[src/logic/uart_pkg.sv]
package uart_pkg;

    localparam int DATA_BITS = 8;

    // Frame sequencing shared by the receiver and the transmitter
    typedef enum logic [1:0] {
        IDLE  = 2'b00,
        START = 2'b01,
        DATA  = 2'b10,
        STOP  = 2'b11
    } uart_state_t;

    typedef enum logic {
        REG_DATA   = 1'b0,
        REG_STATUS = 1'b1
    } uart_reg_t;

    // Bit positions in the status register
    localparam int STAT_TX_READY  = 0;
    localparam int STAT_RX_VALID  = 1;
    localparam int STAT_OVERRUN   = 2;
    localparam int STAT_FRAME_ERR = 3;

endpackage

[src/logic/uart_byte_if.sv]
interface uart_byte_if;
    import uart_pkg::*;

    logic                 transmit;   // One-cycle request from the register block
    logic [DATA_BITS-1:0] tx_byte;
    logic                 tx_ready;   // High while the transmitter is idle
    logic                 received;
    logic [DATA_BITS-1:0] rx_byte;
    logic                 frame_err;  // Stop bit sampled low

    modport regs (
        output transmit,
        output tx_byte,
        input  tx_ready,
        input  received,
        input  rx_byte,
        input  frame_err
    );

    modport core (
        input  transmit,
        input  tx_byte,
        output tx_ready,
        output received,
        output rx_byte,
        output frame_err
    );

endinterface

[src/logic/uart_rx.sv]
module uart_rx #(
    parameter int CLK_FREQ  = 36000000,
    parameter int BAUD_RATE = 9600
) (
    input  logic       clk,
    input  logic       reset,
    input  logic       rx,
    uart_byte_if.core  byte_bus
);
    import uart_pkg::*;

    localparam int CLK_DIV = CLK_FREQ / BAUD_RATE;
    localparam int CNT_W   = $clog2(CLK_DIV + 1);
    localparam int BIT_W   = $clog2(DATA_BITS);

    uart_state_t          state;
    logic [CNT_W-1:0]     clk_cnt;
    logic [BIT_W-1:0]     bit_idx;
    logic [DATA_BITS-1:0] shift;

    always_ff @(posedge clk) begin
        if (reset) begin
            state              <= IDLE;
            clk_cnt            <= '0;
            bit_idx            <= '0;
            byte_bus.received  <= 1'b0;
            byte_bus.frame_err <= 1'b0;
        end else begin
            byte_bus.received  <= 1'b0;
            byte_bus.frame_err <= 1'b0;

            if (clk_cnt != '0)
                clk_cnt <= clk_cnt - 1'b1;

            case (state)
                IDLE: begin
                    // Falling edge of a start bit, wait half a bit to reach its middle
                    if (!rx) begin
                        state   <= START;
                        clk_cnt <= CNT_W'(CLK_DIV / 2 - 1);
                    end
                end
                START: begin
                    if (clk_cnt == '0) begin
                        if (!rx) begin
                            state   <= DATA;
                            clk_cnt <= CNT_W'(CLK_DIV - 1);
                            bit_idx <= '0;
                        end else begin
                            state <= IDLE; // Line went high again, treat it as a glitch
                        end
                    end
                end
                DATA: begin
                    if (clk_cnt == '0) begin
                        shift   <= {rx, shift[DATA_BITS-1:1]}; // LSB arrives first
                        clk_cnt <= CNT_W'(CLK_DIV - 1);
                        bit_idx <= bit_idx + 1'b1;
                        if (bit_idx == BIT_W'(DATA_BITS - 1))
                            state <= STOP;
                    end
                end
                STOP: begin
                    if (clk_cnt == '0) begin
                        state <= IDLE;
                        if (rx) begin
                            byte_bus.received <= 1'b1;
                            byte_bus.rx_byte  <= shift;
                        end else begin
                            byte_bus.frame_err <= 1'b1;
                        end
                    end
                end
                default: state <= IDLE;
            endcase
        end
    end

endmodule

[src/logic/uart_tx.sv]
module uart_tx #(
    parameter int CLK_FREQ  = 36000000,
    parameter int BAUD_RATE = 9600
) (
    input  logic       clk,
    input  logic       reset,
    output logic       tx,
    uart_byte_if.core  byte_bus
);
    import uart_pkg::*;

    localparam int CLK_DIV = CLK_FREQ / BAUD_RATE;
    localparam int CNT_W   = $clog2(CLK_DIV + 1);
    localparam int BIT_W   = $clog2(DATA_BITS);

    uart_state_t          state;
    logic [CNT_W-1:0]     clk_cnt;
    logic [BIT_W-1:0]     bit_idx;
    logic [DATA_BITS-1:0] shift;

    always_ff @(posedge clk) begin
        if (reset) begin
            state             <= IDLE;
            clk_cnt           <= '0;
            bit_idx           <= '0;
            tx                <= 1'b1;
            byte_bus.tx_ready <= 1'b1;
        end else begin
            if (clk_cnt != '0)
                clk_cnt <= clk_cnt - 1'b1;

            case (state)
                IDLE: begin
                    if (byte_bus.transmit) begin
                        state             <= START;
                        clk_cnt           <= CNT_W'(CLK_DIV - 1);
                        shift             <= byte_bus.tx_byte;
                        tx                <= 1'b0; // Start bit
                        byte_bus.tx_ready <= 1'b0;
                    end
                end
                START: begin
                    if (clk_cnt == '0) begin
                        state   <= DATA;
                        clk_cnt <= CNT_W'(CLK_DIV - 1);
                        bit_idx <= '0;
                        tx      <= shift[0];
                        shift   <= shift >> 1;
                    end
                end
                DATA: begin
                    if (clk_cnt == '0) begin
                        clk_cnt <= CNT_W'(CLK_DIV - 1);
                        bit_idx <= bit_idx + 1'b1;
                        if (bit_idx == BIT_W'(DATA_BITS - 1)) begin
                            state <= STOP;
                            tx    <= 1'b1;
                        end else begin
                            tx    <= shift[0];
                            shift <= shift >> 1;
                        end
                    end
                end
                STOP: begin
                    // Ready again only once the whole stop bit has been on the line
                    if (clk_cnt == '0) begin
                        state             <= IDLE;
                        byte_bus.tx_ready <= 1'b1;
                    end
                end
                default: state <= IDLE;
            endcase
        end
    end

endmodule

[src/logic/uart_regs.sv]
module uart_regs (
    input  logic                clk,
    input  logic                reset,
    input  logic                sel,
    input  logic                write,
    input  uart_pkg::uart_reg_t addr,
    input  logic [7:0]          write_data,
    output logic [7:0]          read_data,
    uart_byte_if.regs           byte_bus
);
    import uart_pkg::*;

    logic                 rx_valid;
    logic                 overrun;
    logic                 frame_err;
    logic [DATA_BITS-1:0] rx_data;
    logic [7:0]           status;

    logic data_write;
    logic data_read;
    logic status_read;
    logic tx_accept;

    assign data_write  = sel && write && (addr == REG_DATA);
    assign data_read   = sel && !write && (addr == REG_DATA);
    assign status_read = sel && !write && (addr == REG_STATUS);

    // A request still in flight has not yet dropped tx_ready, so it blocks a second one
    assign tx_accept = data_write && byte_bus.tx_ready && !byte_bus.transmit;

    always_comb begin
        status                 = '0;
        status[STAT_TX_READY]  = byte_bus.tx_ready;
        status[STAT_RX_VALID]  = rx_valid;
        status[STAT_OVERRUN]   = overrun;
        status[STAT_FRAME_ERR] = frame_err;
    end

    always_ff @(posedge clk) begin
        if (reset) begin
            byte_bus.transmit <= 1'b0;
            rx_valid          <= 1'b0;
            overrun           <= 1'b0;
            frame_err         <= 1'b0;
            read_data         <= '0;
        end else begin
            byte_bus.transmit <= tx_accept;
            if (tx_accept)
                byte_bus.tx_byte <= write_data;

            if (data_read) begin
                read_data <= rx_data;
                rx_valid  <= 1'b0;
                overrun   <= 1'b0;
            end else if (status_read) begin
                read_data <= status;
                frame_err <= 1'b0;
            end

            // New byte wins over a clear in the same cycle
            if (byte_bus.received) begin
                rx_data  <= byte_bus.rx_byte;
                rx_valid <= 1'b1;
                if (rx_valid && !data_read)
                    overrun <= 1'b1; // Held byte was never read
            end

            if (byte_bus.frame_err)
                frame_err <= 1'b1;
        end
    end

endmodule

[src/logic/uart_top.sv]
module uart_top #(
    parameter int CLK_FREQ  = 36000000,
    parameter int BAUD_RATE = 9600
) (
    input  logic                clk,
    input  logic                reset,
    input  logic                sel,
    input  logic                write,
    input  uart_pkg::uart_reg_t addr,
    input  logic [7:0]          write_data,
    output logic [7:0]          read_data,
    input  logic                rx,
    output logic                tx
);

    uart_byte_if byte_bus ();

    uart_regs regs_i (
        .clk        (clk),
        .reset      (reset),
        .sel        (sel),
        .write      (write),
        .addr       (addr),
        .write_data (write_data),
        .read_data  (read_data),
        .byte_bus   (byte_bus.regs)
    );

    uart_rx #(
        .CLK_FREQ  (CLK_FREQ),
        .BAUD_RATE (BAUD_RATE)
    ) rx_i (
        .clk      (clk),
        .reset    (reset),
        .rx       (rx),
        .byte_bus (byte_bus.core)
    );

    uart_tx #(
        .CLK_FREQ  (CLK_FREQ),
        .BAUD_RATE (BAUD_RATE)
    ) tx_i (
        .clk      (clk),
        .reset    (reset),
        .tx       (tx),
        .byte_bus (byte_bus.core)
    );

endmodule

[config.mk]
export PLATFORM = sky130hd
export DESIGN_NAME = uart_top
export DESIGN_NICKNAME = d
export VERILOG_FILES = /design/src/logic/uart_pkg.sv /design/src/logic/uart_byte_if.sv /design/src/logic/uart_rx.sv /design/src/logic/uart_tx.sv /design/src/logic/uart_regs.sv /design/src/logic/uart_top.sv
export SDC_FILE = /design/constraint.sdc
export NUM_CORES = 1
export LEC_CHECK = 0
export BUFFER_PORTS_ARGS = -buffer_cell sky130_fd_sc_hd__buf_2
export CAP_MARGIN = 15
export CORE_MARGIN = 10
export CORE_UTILIZATION = 40
export DETAILED_ROUTE_END_ITERATION = 10
export PLACE_DENSITY = 0.62
export SETUP_SLACK_MARGIN = 0.05
export SYNTH_ARGS = -nofsm -noshare
export SYNTH_HDL_FRONTEND = slang
export SYNTH_SLANG_ARGS = --single-unit
[constraint.sdc]
create_clock -name clk -period 2.6 [get_ports clk]
set_input_delay 0.52 -clock clk [delete_from_list [all_inputs] [get_ports clk]]
set_output_delay 0.52 -clock clk [all_outputs]
set_load 0.02 [all_outputs]
# After elaboration in Yosys (flattened, before gate mapping)

Cells that the tools add are included.

$add $sub $neg: 4
Eq/ne operators: 21
Mux-type cells: 54
Bitwise gates (word level): 4
Reductions and logical operators: 38

Operators by type and width:

| kind                  | number |
|---|---|
| $mux 12               | 8 |
| $mux 8                | 6 |
| $pmux 12 s3           | 1 |
| $logic_not 12->1      | 2 |
| $pmux 12 s2           | 1 |
| $pmux 8 s3            | 1 |
| $reduce_bool 12->1    | 2 |
| $sub 12x1->12 const B | 2 |
| $mux 2                | 11 |
| $ne 2x1->1 const B    | 9 |
| $pmux 2 s4            | 2 |
| $mux 1                | 15 |
| $mux 3                | 5 |
| $pmux 3 s2            | 2 |
| $reduce_and 4->1      | 3 |
| $reduce_bool 2->1     | 6 |
| $reduce_and 5->1      | 2 |
| $reduce_and 3->1      | 3 |
| $eq 2x2->1 const B    | 4 |
| $logic_and 1x1->1     | 8 |
| $ne 2x2->1 const B    | 4 |
| $add 3x1->3 const B   | 2 |
| $eq 3x3->1 const B    | 2 |
| $reduce_and 2->1      | 3 |
| other kinds (10)      | 17 |

Register bits after elaboration: 90
Input bits: 14
Word-level logic and storage cells: 141

# Depth between registers and ports, before layout

Gate-level depths: netlist of the first run.

Depth after elaboration: 7
Mapped depth: 11

# Worst setup path after synthesis of the first run

OpenSTA, ideal clock, no wires.

Path type: reg2reg
From: register rx_i.clk_cnt[4]
To: register rx_i.byte_bus.rx_byte[0] (enable)
Setup time: 0.383 ns
Arrival: 2.107 ns
Required time: 2.217 ns
Setup slack: 0.109 ns
Stages on the path, launching flop included: 7
Path through: dfxtp_1 > or4_1 > buf_2 > or2_4 > nor2_4 > nand2_1 > nor3_1

Word-level cells in the longest chain between the ends: 2

Ends and longest elaborated chain:

| element                    | RTL line           | source |
|---|---|---|
| start: declaration         | uart_rx.sv:17      | `logic [CNT_W-1:0] clk_cnt;` |
| start signal: assignment   | uart_rx.sv:33      | `clk_cnt <= clk_cnt - 1'b1;` |
| start signal: assignment   | uart_rx.sv:40      | `clk_cnt <= CNT_W'(CLK_DIV / 2 - 1);` |
| start signal: assignment   | uart_rx.sv:47      | `clk_cnt <= CNT_W'(CLK_DIV - 1);` |
| $logic_not 12->1           | uart_rx.sv:64      | `if (clk_cnt == '0) begin` |
| $reduce_and 4->1 (no line) | --                 |  |
| end signal: assignment     | uart_rx.sv:68      | `byte_bus.rx_byte <= shift;` |
| end: declaration           | uart_byte_if.sv:25 | `output rx_byte,` |

Every way passes these cells.
A chain may end at the register's enable or synchronous reset.

# Final worst setup path of the first run

From: register rx_i.clk_cnt[4]
To: register rx_i.clk_cnt[0]

Word-level cells in the longest chain between the ends: 5

Ends and longest elaborated chain:

| element            | RTL line      | source |
|---|---|---|
| $reduce_bool 12->1 | uart_rx.sv:32 | `if (clk_cnt != '0)` |
| $mux 12            | uart_rx.sv:32 |  |
| $mux 12            | uart_rx.sv:45 | `if (!rx) begin` |
| $mux 12            | uart_rx.sv:44 | `if (clk_cnt == '0) begin` |
| $pmux 12 s3 *      | uart_rx.sv:35 | `case (state)` |

Mark *: on every way between the ends. The rest lies on a longest branch, timed or not.

==> results.py, run 1 <==
metrics = {
    "floorplan": {
        "die_h_um": 119,
        "core-area_um2": 9680,
        "ioPinCount": 23,
        "die_w_um": 119,
        "dieArea_um2": 14300,
        "initial_core_util": 0.408,
        "rows": 36,
    },
    "hold_path": {
        "min_path_type": "input pin to flop",
        "worstHoldPathCells": 1,
    },
    "setup_path": {
        "crit_arrival_ps": 2590,
        "path_max_fanout": 6,
        "cp.buffers_inverters": 1,
        "crit_cells": 9,
        "crit_chain": "or4_1, or2_4, nor2_4, inv_2, ha_1, nand2_1, o21ai_0, a32oi_1, o2bb2ai_1",
        "critPathLaunchType": "flop",
        "cpPeakStageDelay_ps": 660,
        "cp_top_family": "simple AND/OR/NAND/NOR gates",
        "r2r_cells": 9,
        "path_class": "flop to flop",
        "cp_slowest_cell": "or4_1",
        "worstSetupEndpointType": "flop",
        "crit_required_ps": 2860,
    },
    "power": {
        "p_per_area_nw_per_um2": 886,
        "irDropWorstVdd_v": 0.000383,
        "p_sw_frac": 0.351,
        "power_frac_clock": 0.226,
        "combPwrFrac": 0.321,
        "p_sw_mw": 1.38,
        "p_int_mw": 2.55,
        "power_frac_seq": 0.452,
        "power_leakage_nw": 1.67,
    },
    "grt": {
        "grt_pass1_vias": 2693,
        "antenna_found_initial": 0,
        "grt_first_pass_wirelength_mm": 12.9,
        "grt_use_total": 0.109,
        "grt_busiest_layer": "met2",
        "grt_util_met2": 0.173,
        "gr-usage-met3": 0.0302,
        "grt_max_degree": 23,
        "grt_overflow": 0,
        "grt_use_met1": 0.137,
    },
    "sta": {
        "fin_crit_ps": 2330,
        "period_share": 0.898,
        "rsz0062_at_grt": "no",
        "maxSlewViolCount": 0,
        "tightest_slew_ps": 711,
        "hold_slack_ps": 331,
        "setup_tns_ps": 0,
        "hold_violations": 0,
        "slew-limit-headroom": 0.525,
        "setup_viol": 0,
        "skew_ps": 12.4,
        "fmax_mhz": 428,
    },
    "logic_synthesis": {
        "ys_seq_elements": 90,
        "async_reset_ff_frac": 0,
        "synthCells": 369,
        "yosysTopAreaCell": "edfxtp_1",
        "yosysUniqueCellTypes": 53,
        "avgSynthCellArea_um2": 10.7,
        "synth_warnings": 0,
        "synth_ff_type": "dfxtp_1",
        "synth_nets": 397,
        "synth_edf_count": 40,
        "synth_top_area_frac": 0.304,
        "synth_area_leaders": "edfxtp_1 (30%), dfxtp_1 (25%), ha_1 (4.4%)",
        "synth_seq_area_share": 0.557,
        "netlist_area_um2": 3960,
    },
    "cells_and_area": {
        "area_growth_pct": 12.3,
        "drive_gt1_frac": 0.161,
        "diodes": 0,
        "nets": 426,
        "nFillCells": 927,
    },
    "drt": {
        "drtPass1Iterations": 4,
        "antenna_left": 0,
        "dr.first_iter.drc_count": 75,
        "drc": 0,
        "vias": 2824,
        "viasPerCell": 5.27,
        "wire_per_inst_um": 14.4,
        "wl_mm": 7.71,
    },
    "clock_tree": {
        "root_buffer": "clkbuf_8",
        "hold_buffers": 0,
        "cts_tree": "built",
        "worstSkewPairLatency_ps": 360,
        "clockBufferDepth": 2,
        "cts_made_buffers": 9,
        "htreeDepth": 3,
        "cts_setup_buffers": 0,
        "post_cts_resized": 0,
        "clkTransAtPathRegs_ps": 100,
        "cts.sinks": 90,
    },
    "placement": {
        "place_hpwl_mm": 5.56,
        "port_buffers": 22,
        "gp_congestion": 0.814,
    },
    "job": {
        "max_cap_viol_count": 0,
    },
    "outcome": {
        "status": "finished clean",
    },
}
cells in the final DEF (no fill, tap or decap), types with 4 or more instances in the layout:
| master | instances |
|---|---|
| a211oi_1 | 10 |
| a21oi_1 | 25 |
| a31oi_1 | 4 |
| a32oi_1 | 4 |
| buf_2 | 22 |
| buf_4 | 12 |
| clkbuf_8 | 9 |
| dfxtp_1 | 50 |
| edfxtp_1 | 40 |
| ha_1 | 14 |
| inv_1 | 13 |
| mux2_2 | 7 |
| mux2i_1 | 6 |
| nand2_1 | 21 |
| nand2b_1 | 7 |
| nand3_1 | 8 |
| nand3b_1 | 6 |
| nand4_1 | 4 |
| nor2_1 | 32 |
| nor2b_1 | 7 |
| nor3_1 | 17 |
| o21a_1 | 4 |
| o21ai_0 | 10 |
| or3_1 | 7 |
| xor2_1 | 8 |
cells in the mapped netlist (all sizes together), types with 4 or more instances:
library cell	number
a211oi	10
a21oi	25
a31oi	4
a32oi	4
buf	4
clkbuf	12
dfxtp	50
edfxtp	40
ha	14
inv	14
mux2	7
mux2i	6
nand2	22
nand2b	7
nand3	8
nand3b	6
nand4	4
nor2	34
nor2b	7
nor3	17
o21a	4
o21ai	10
or2	4
or3	7
xor2	8
flip-flops by register name (all words and copies together) (netlist names), 2 cells and up, named ones only:
name and cells:
regs_i.read_data 8, tx_i.clk_cnt 12, rx_i.bit_idx 3, rx_i.byte_bus.rx_byte 8, regs_i.byte_bus.tx_byte 8, tx_i.shift 8, rx_i.shift 8, tx_i.state 2
tx_i.bit_idx 3, rx_i.clk_cnt 12, regs_i.rx_data 8
worst paths after layout:
check / from / to / slack (ps)
setup / recovery: rx_i.clk_cnt[4] / rx_i.clk_cnt[0] / 270
hold / removal: write_data[4] / regs_i.byte_bus.tx_byte[4] / 330
setup reg to reg: rx_i.clk_cnt[4] / rx_i.clk_cnt[0] / 270
hold reg to reg: rx_i.byte_bus.rx_byte[0] / regs_i.rx_data[0] / 420
cells by family (layout without fill, tap and decap cells):
family	count (synthesis)	count (layout)	synth area share
XOR/XNOR	11	11	0.0244
buffers and inverters	30	64	0.0291
adder cells (fa/ha/maj)	14	14	0.0443
AND/OR/NAND/NOR	131	131	0.177
flip-flops	90	90	0.557
AO/OA/AOI/OAI	80	80	0.133
multiplexers	13	13	0.0351
layer usage:
layer  vias to the layer above  routed length, um
li1                       1412                  -
met2                        46               3710
met4                         0                 99
met5                         -                  0
met1                      1356               3650
met3                        10                259
cell type report:
| cell class | instances | area, um^2 | area share |
|---|---|---|---|
| inverters | 14 | 52.6 | 0.0118 |
| clock buffers | 9 | 124 | 0.0279 |
| repair buffers | 34 | 200 | 0.0451 |
| well taps | 133 | 166 | 0.0375 |
| clock inverters | 7 | 60.1 | 0.0135 |
| multi-input cells | 249 | 1640 | 0.369 |
| flip-flops and latches | 90 | 2200 | 0.496 |
metrics by stage:
| step | cells | setup WS [ps] | utilization | power [mW] | cell area [um^2] |
|---|---|---|---|---|---|
| 4_1_cts | 536 | 282 | 0.459 | 3.97 | 4440 |
| 3_3_place_gp | 519 | 332 | 0.439 | 3.05 | 4250 |
| 3_5_place_dp | 520 | 283 | 0.440 | 3.07 | 4260 |
| 5_1_grt | 536 | 94.5 | 0.459 | 4.21 | 4440 |
| 6_report | 536 | 266 | 0.459 | 3.93 | 4440 |
| 2_1_floorplan | 369 | 109 | - | 2.76 | 3960 |
power by group through the flow:
stage	registers (mW)	logic (mW)	clock network [mW]
finish	1.78	1.26	0.891
CTS	1.78	1.27	0.928
global route	1.80	1.43	0.977
floorplan	1.79	0.979	0
detailed placement	1.81	1.26	0
global placement	1.81	1.24	0
(Power assumes the default switching activity.)
==> run 2, diff against run 1 <==
--- a/config.mk
+++ b/config.mk
@@ -10,7 +10,7 @@
 export CORE_MARGIN = 10
 export CORE_UTILIZATION = 40
 export DETAILED_ROUTE_END_ITERATION = 10
-export PLACE_DENSITY = 0.62
+export PLACE_DENSITY = 0.7
 export SETUP_SLACK_MARGIN = 0.05
 export SYNTH_ARGS = -nofsm -noshare
 export SYNTH_HDL_FRONTEND = slang
==> results.py, run 2 (synthesis gave the netlist of run 1 again) <==
metrics = {
    "outcome": {
        "status": "finished clean",
    },
    "placement": {
        "place_hpwl_mm": 5.27,
        "gp_congestion": 0.818,
        "pre_cts_slack_ps": 282,
        "dpl_cell_area_um2": 4240,
        "port_buffers": 22,
    },
    "cells_and_area": {
        "nFillCells": 883,
        "final_cell_mix": "dfxtp_1 (50), edfxtp_1 (40), nor2_1 (32)",
        "post-route-util": 0.462,
        "seq_area_um2": 2200,
        "area_growth_pct": 13.1,
        "diodes": 0,
        "multiInputGateArea_um2": 1640,
        "top_regs": "rx_i.clk_cnt x12, tx_i.clk_cnt x12",
        "post-route-cell-area_um2": 4470,
        "layout_commonest_cell": "dfxtp_1",
        "drive_gt1_frac": 0.159,
        "nets": 425,
    },
    "drt": {
        "viasPerCell": 5.31,
        "dr.first_iter.drc_count": 182,
        "vias": 2843,
        "drc": 0,
        "wire_per_inst_um": 14.1,
        "wl_mm": 7.56,
        "drtPass1Iterations": 5,
        "antenna_left": 0,
    },
    "clock_tree": {
        "cts_made_buffers": 9,
        "root_buffer": "clkbuf_8",
        "htreeDepth": 3,
        "clkTransAtPathRegs_ps": 90,
        "hold_buffers": 0,
        "clockBufferDepth": 2,
        "cts.sinks": 90,
        "cts_setup_buffers": 0,
        "post_cts_resized": 0,
        "worstSkewPairLatency_ps": 360,
        "cts_tree": "built",
    },
    "setup_path": {
        "cp.buffers_inverters": 1,
        "crit_required_ps": 2840,
        "cp_slowest_cell": "or4_1",
        "cpPeakStageDelay_ps": 660,
        "critPathLaunchType": "flop",
        "path_class": "flop to flop",
        "path_max_fanout": 6,
        "worstSetupEndpointType": "flop",
        "cp_top_family": "simple AND/OR/NAND/NOR gates",
        "crit_chain": "or4_1, or2_4, nor2_4, inv_2, ha_1, nand2_1, o21ai_0, a32oi_1, o2bb2ai_1",
        "crit_arrival_ps": 2620,
    },
    "grt": {
        "grt_pass1_vias": 2739,
        "grt_max_degree": 29,
        "gr-usage-met3": 0.0274,
        "grt_use_met1": 0.131,
        "grt_use_total": 0.108,
        "grt_util_met2": 0.183,
        "antenna_found_initial": 0,
        "grt_first_pass_wirelength_mm": 12.9,
        "grt_busiest_layer": "met2",
        "grt_overflow": 0,
    },
    "sta": {
        "fmax_mhz": 420,
        "fin_ws_ps": 221,
        "setup_viol": 0,
        "setup_tns_ps": 0,
        "fin_crit_ps": 2380,
        "maxSlewViolCount": 0,
        "period_share": 0.915,
        "tightest_slew_ps": 796,
        "slew-limit-headroom": 0.468,
        "skew_ps": 8.31,
        "hold_violations": 0,
        "rsz0062_at_grt": "no",
    },
    "floorplan": {
        "dieArea_um2": 14300,
        "ioPinCount": 23,
        "initial_core_util": 0.408,
        "die_w_um": 119,
        "rows": 36,
        "core-area_um2": 9680,
        "die_h_um": 119,
    },
    "power": {
        "irDropWorstVdd_v": 0.000448,
        "p_per_area_nw_per_um2": 921,
        "power_leakage_nw": 1.68,
    },
    "job": {
        "max_cap_viol_count": 0,
    },
    "hold_path": {
        "min_path_type": "input pin to flop",
    },
}
==> run 2: power breakdown <==
part           switching (mW)  total [mW]  internal, mW  leakage [nW]
logic                   0.741        1.28         0.543         0.800
registers               0.139        1.78          1.64         0.771
clock network           0.502        1.06         0.554         0.112
==> run 2: stage by stage <==
step                      hold WS (ps)  power (mW)  cells
after floorplan                    400        2.76    369
after global placement             402        3.03    518
after detailed placement           405        3.07    518
after CTS                          317        4.13    534
after global routing               303        4.38    535
final                              333        4.12    535
==> run 2: final timing paths <==
kind / from / end / slack, ps / depth (start not counted)
max: rx_i.clk_cnt[4] / rx_i.clk_cnt[0] / 220 / 9
max reg2reg: rx_i.clk_cnt[4] / rx_i.clk_cnt[0] / 220 / 9
min: write_data[2] / regs_i.byte_bus.tx_byte[2] / 330 / 1
min reg2reg: rx_i.byte_bus.rx_byte[4] / regs_i.rx_data[4] / 430 / 0
==> run 2: metal layers <==
| layer | vias to the layer above | wire (um) |
|---|---|---|
| met4 | 0 | 108 |
| met5 | - | 0 |
| met3 | 10 | 264 |
| met1 | 1359 | 3530 |
| met2 | 61 | 3650 |
| li1 | 1413 | - |
==> run 2: worst reg2reg max path: cells and delay by family (launching register included) <==
family,cells,cell delay (ps)
buffers and inverters,1,80
AND/OR/NAND/NOR,4,1160
AO/OA/AOI/OAI,3,370
adder cells (fa/ha/maj),1,330
flip-flops,1,340
==> run 2: area by class of cell <==
class,instances,share of cell area
sequential,90,0.492
multi-input combinational,249,0.366
timing repair buffer,33,0.0425
tap,133,0.0372
clock buffer,10,0.0285
clock inverter,6,0.0213
inverter,14,0.0118
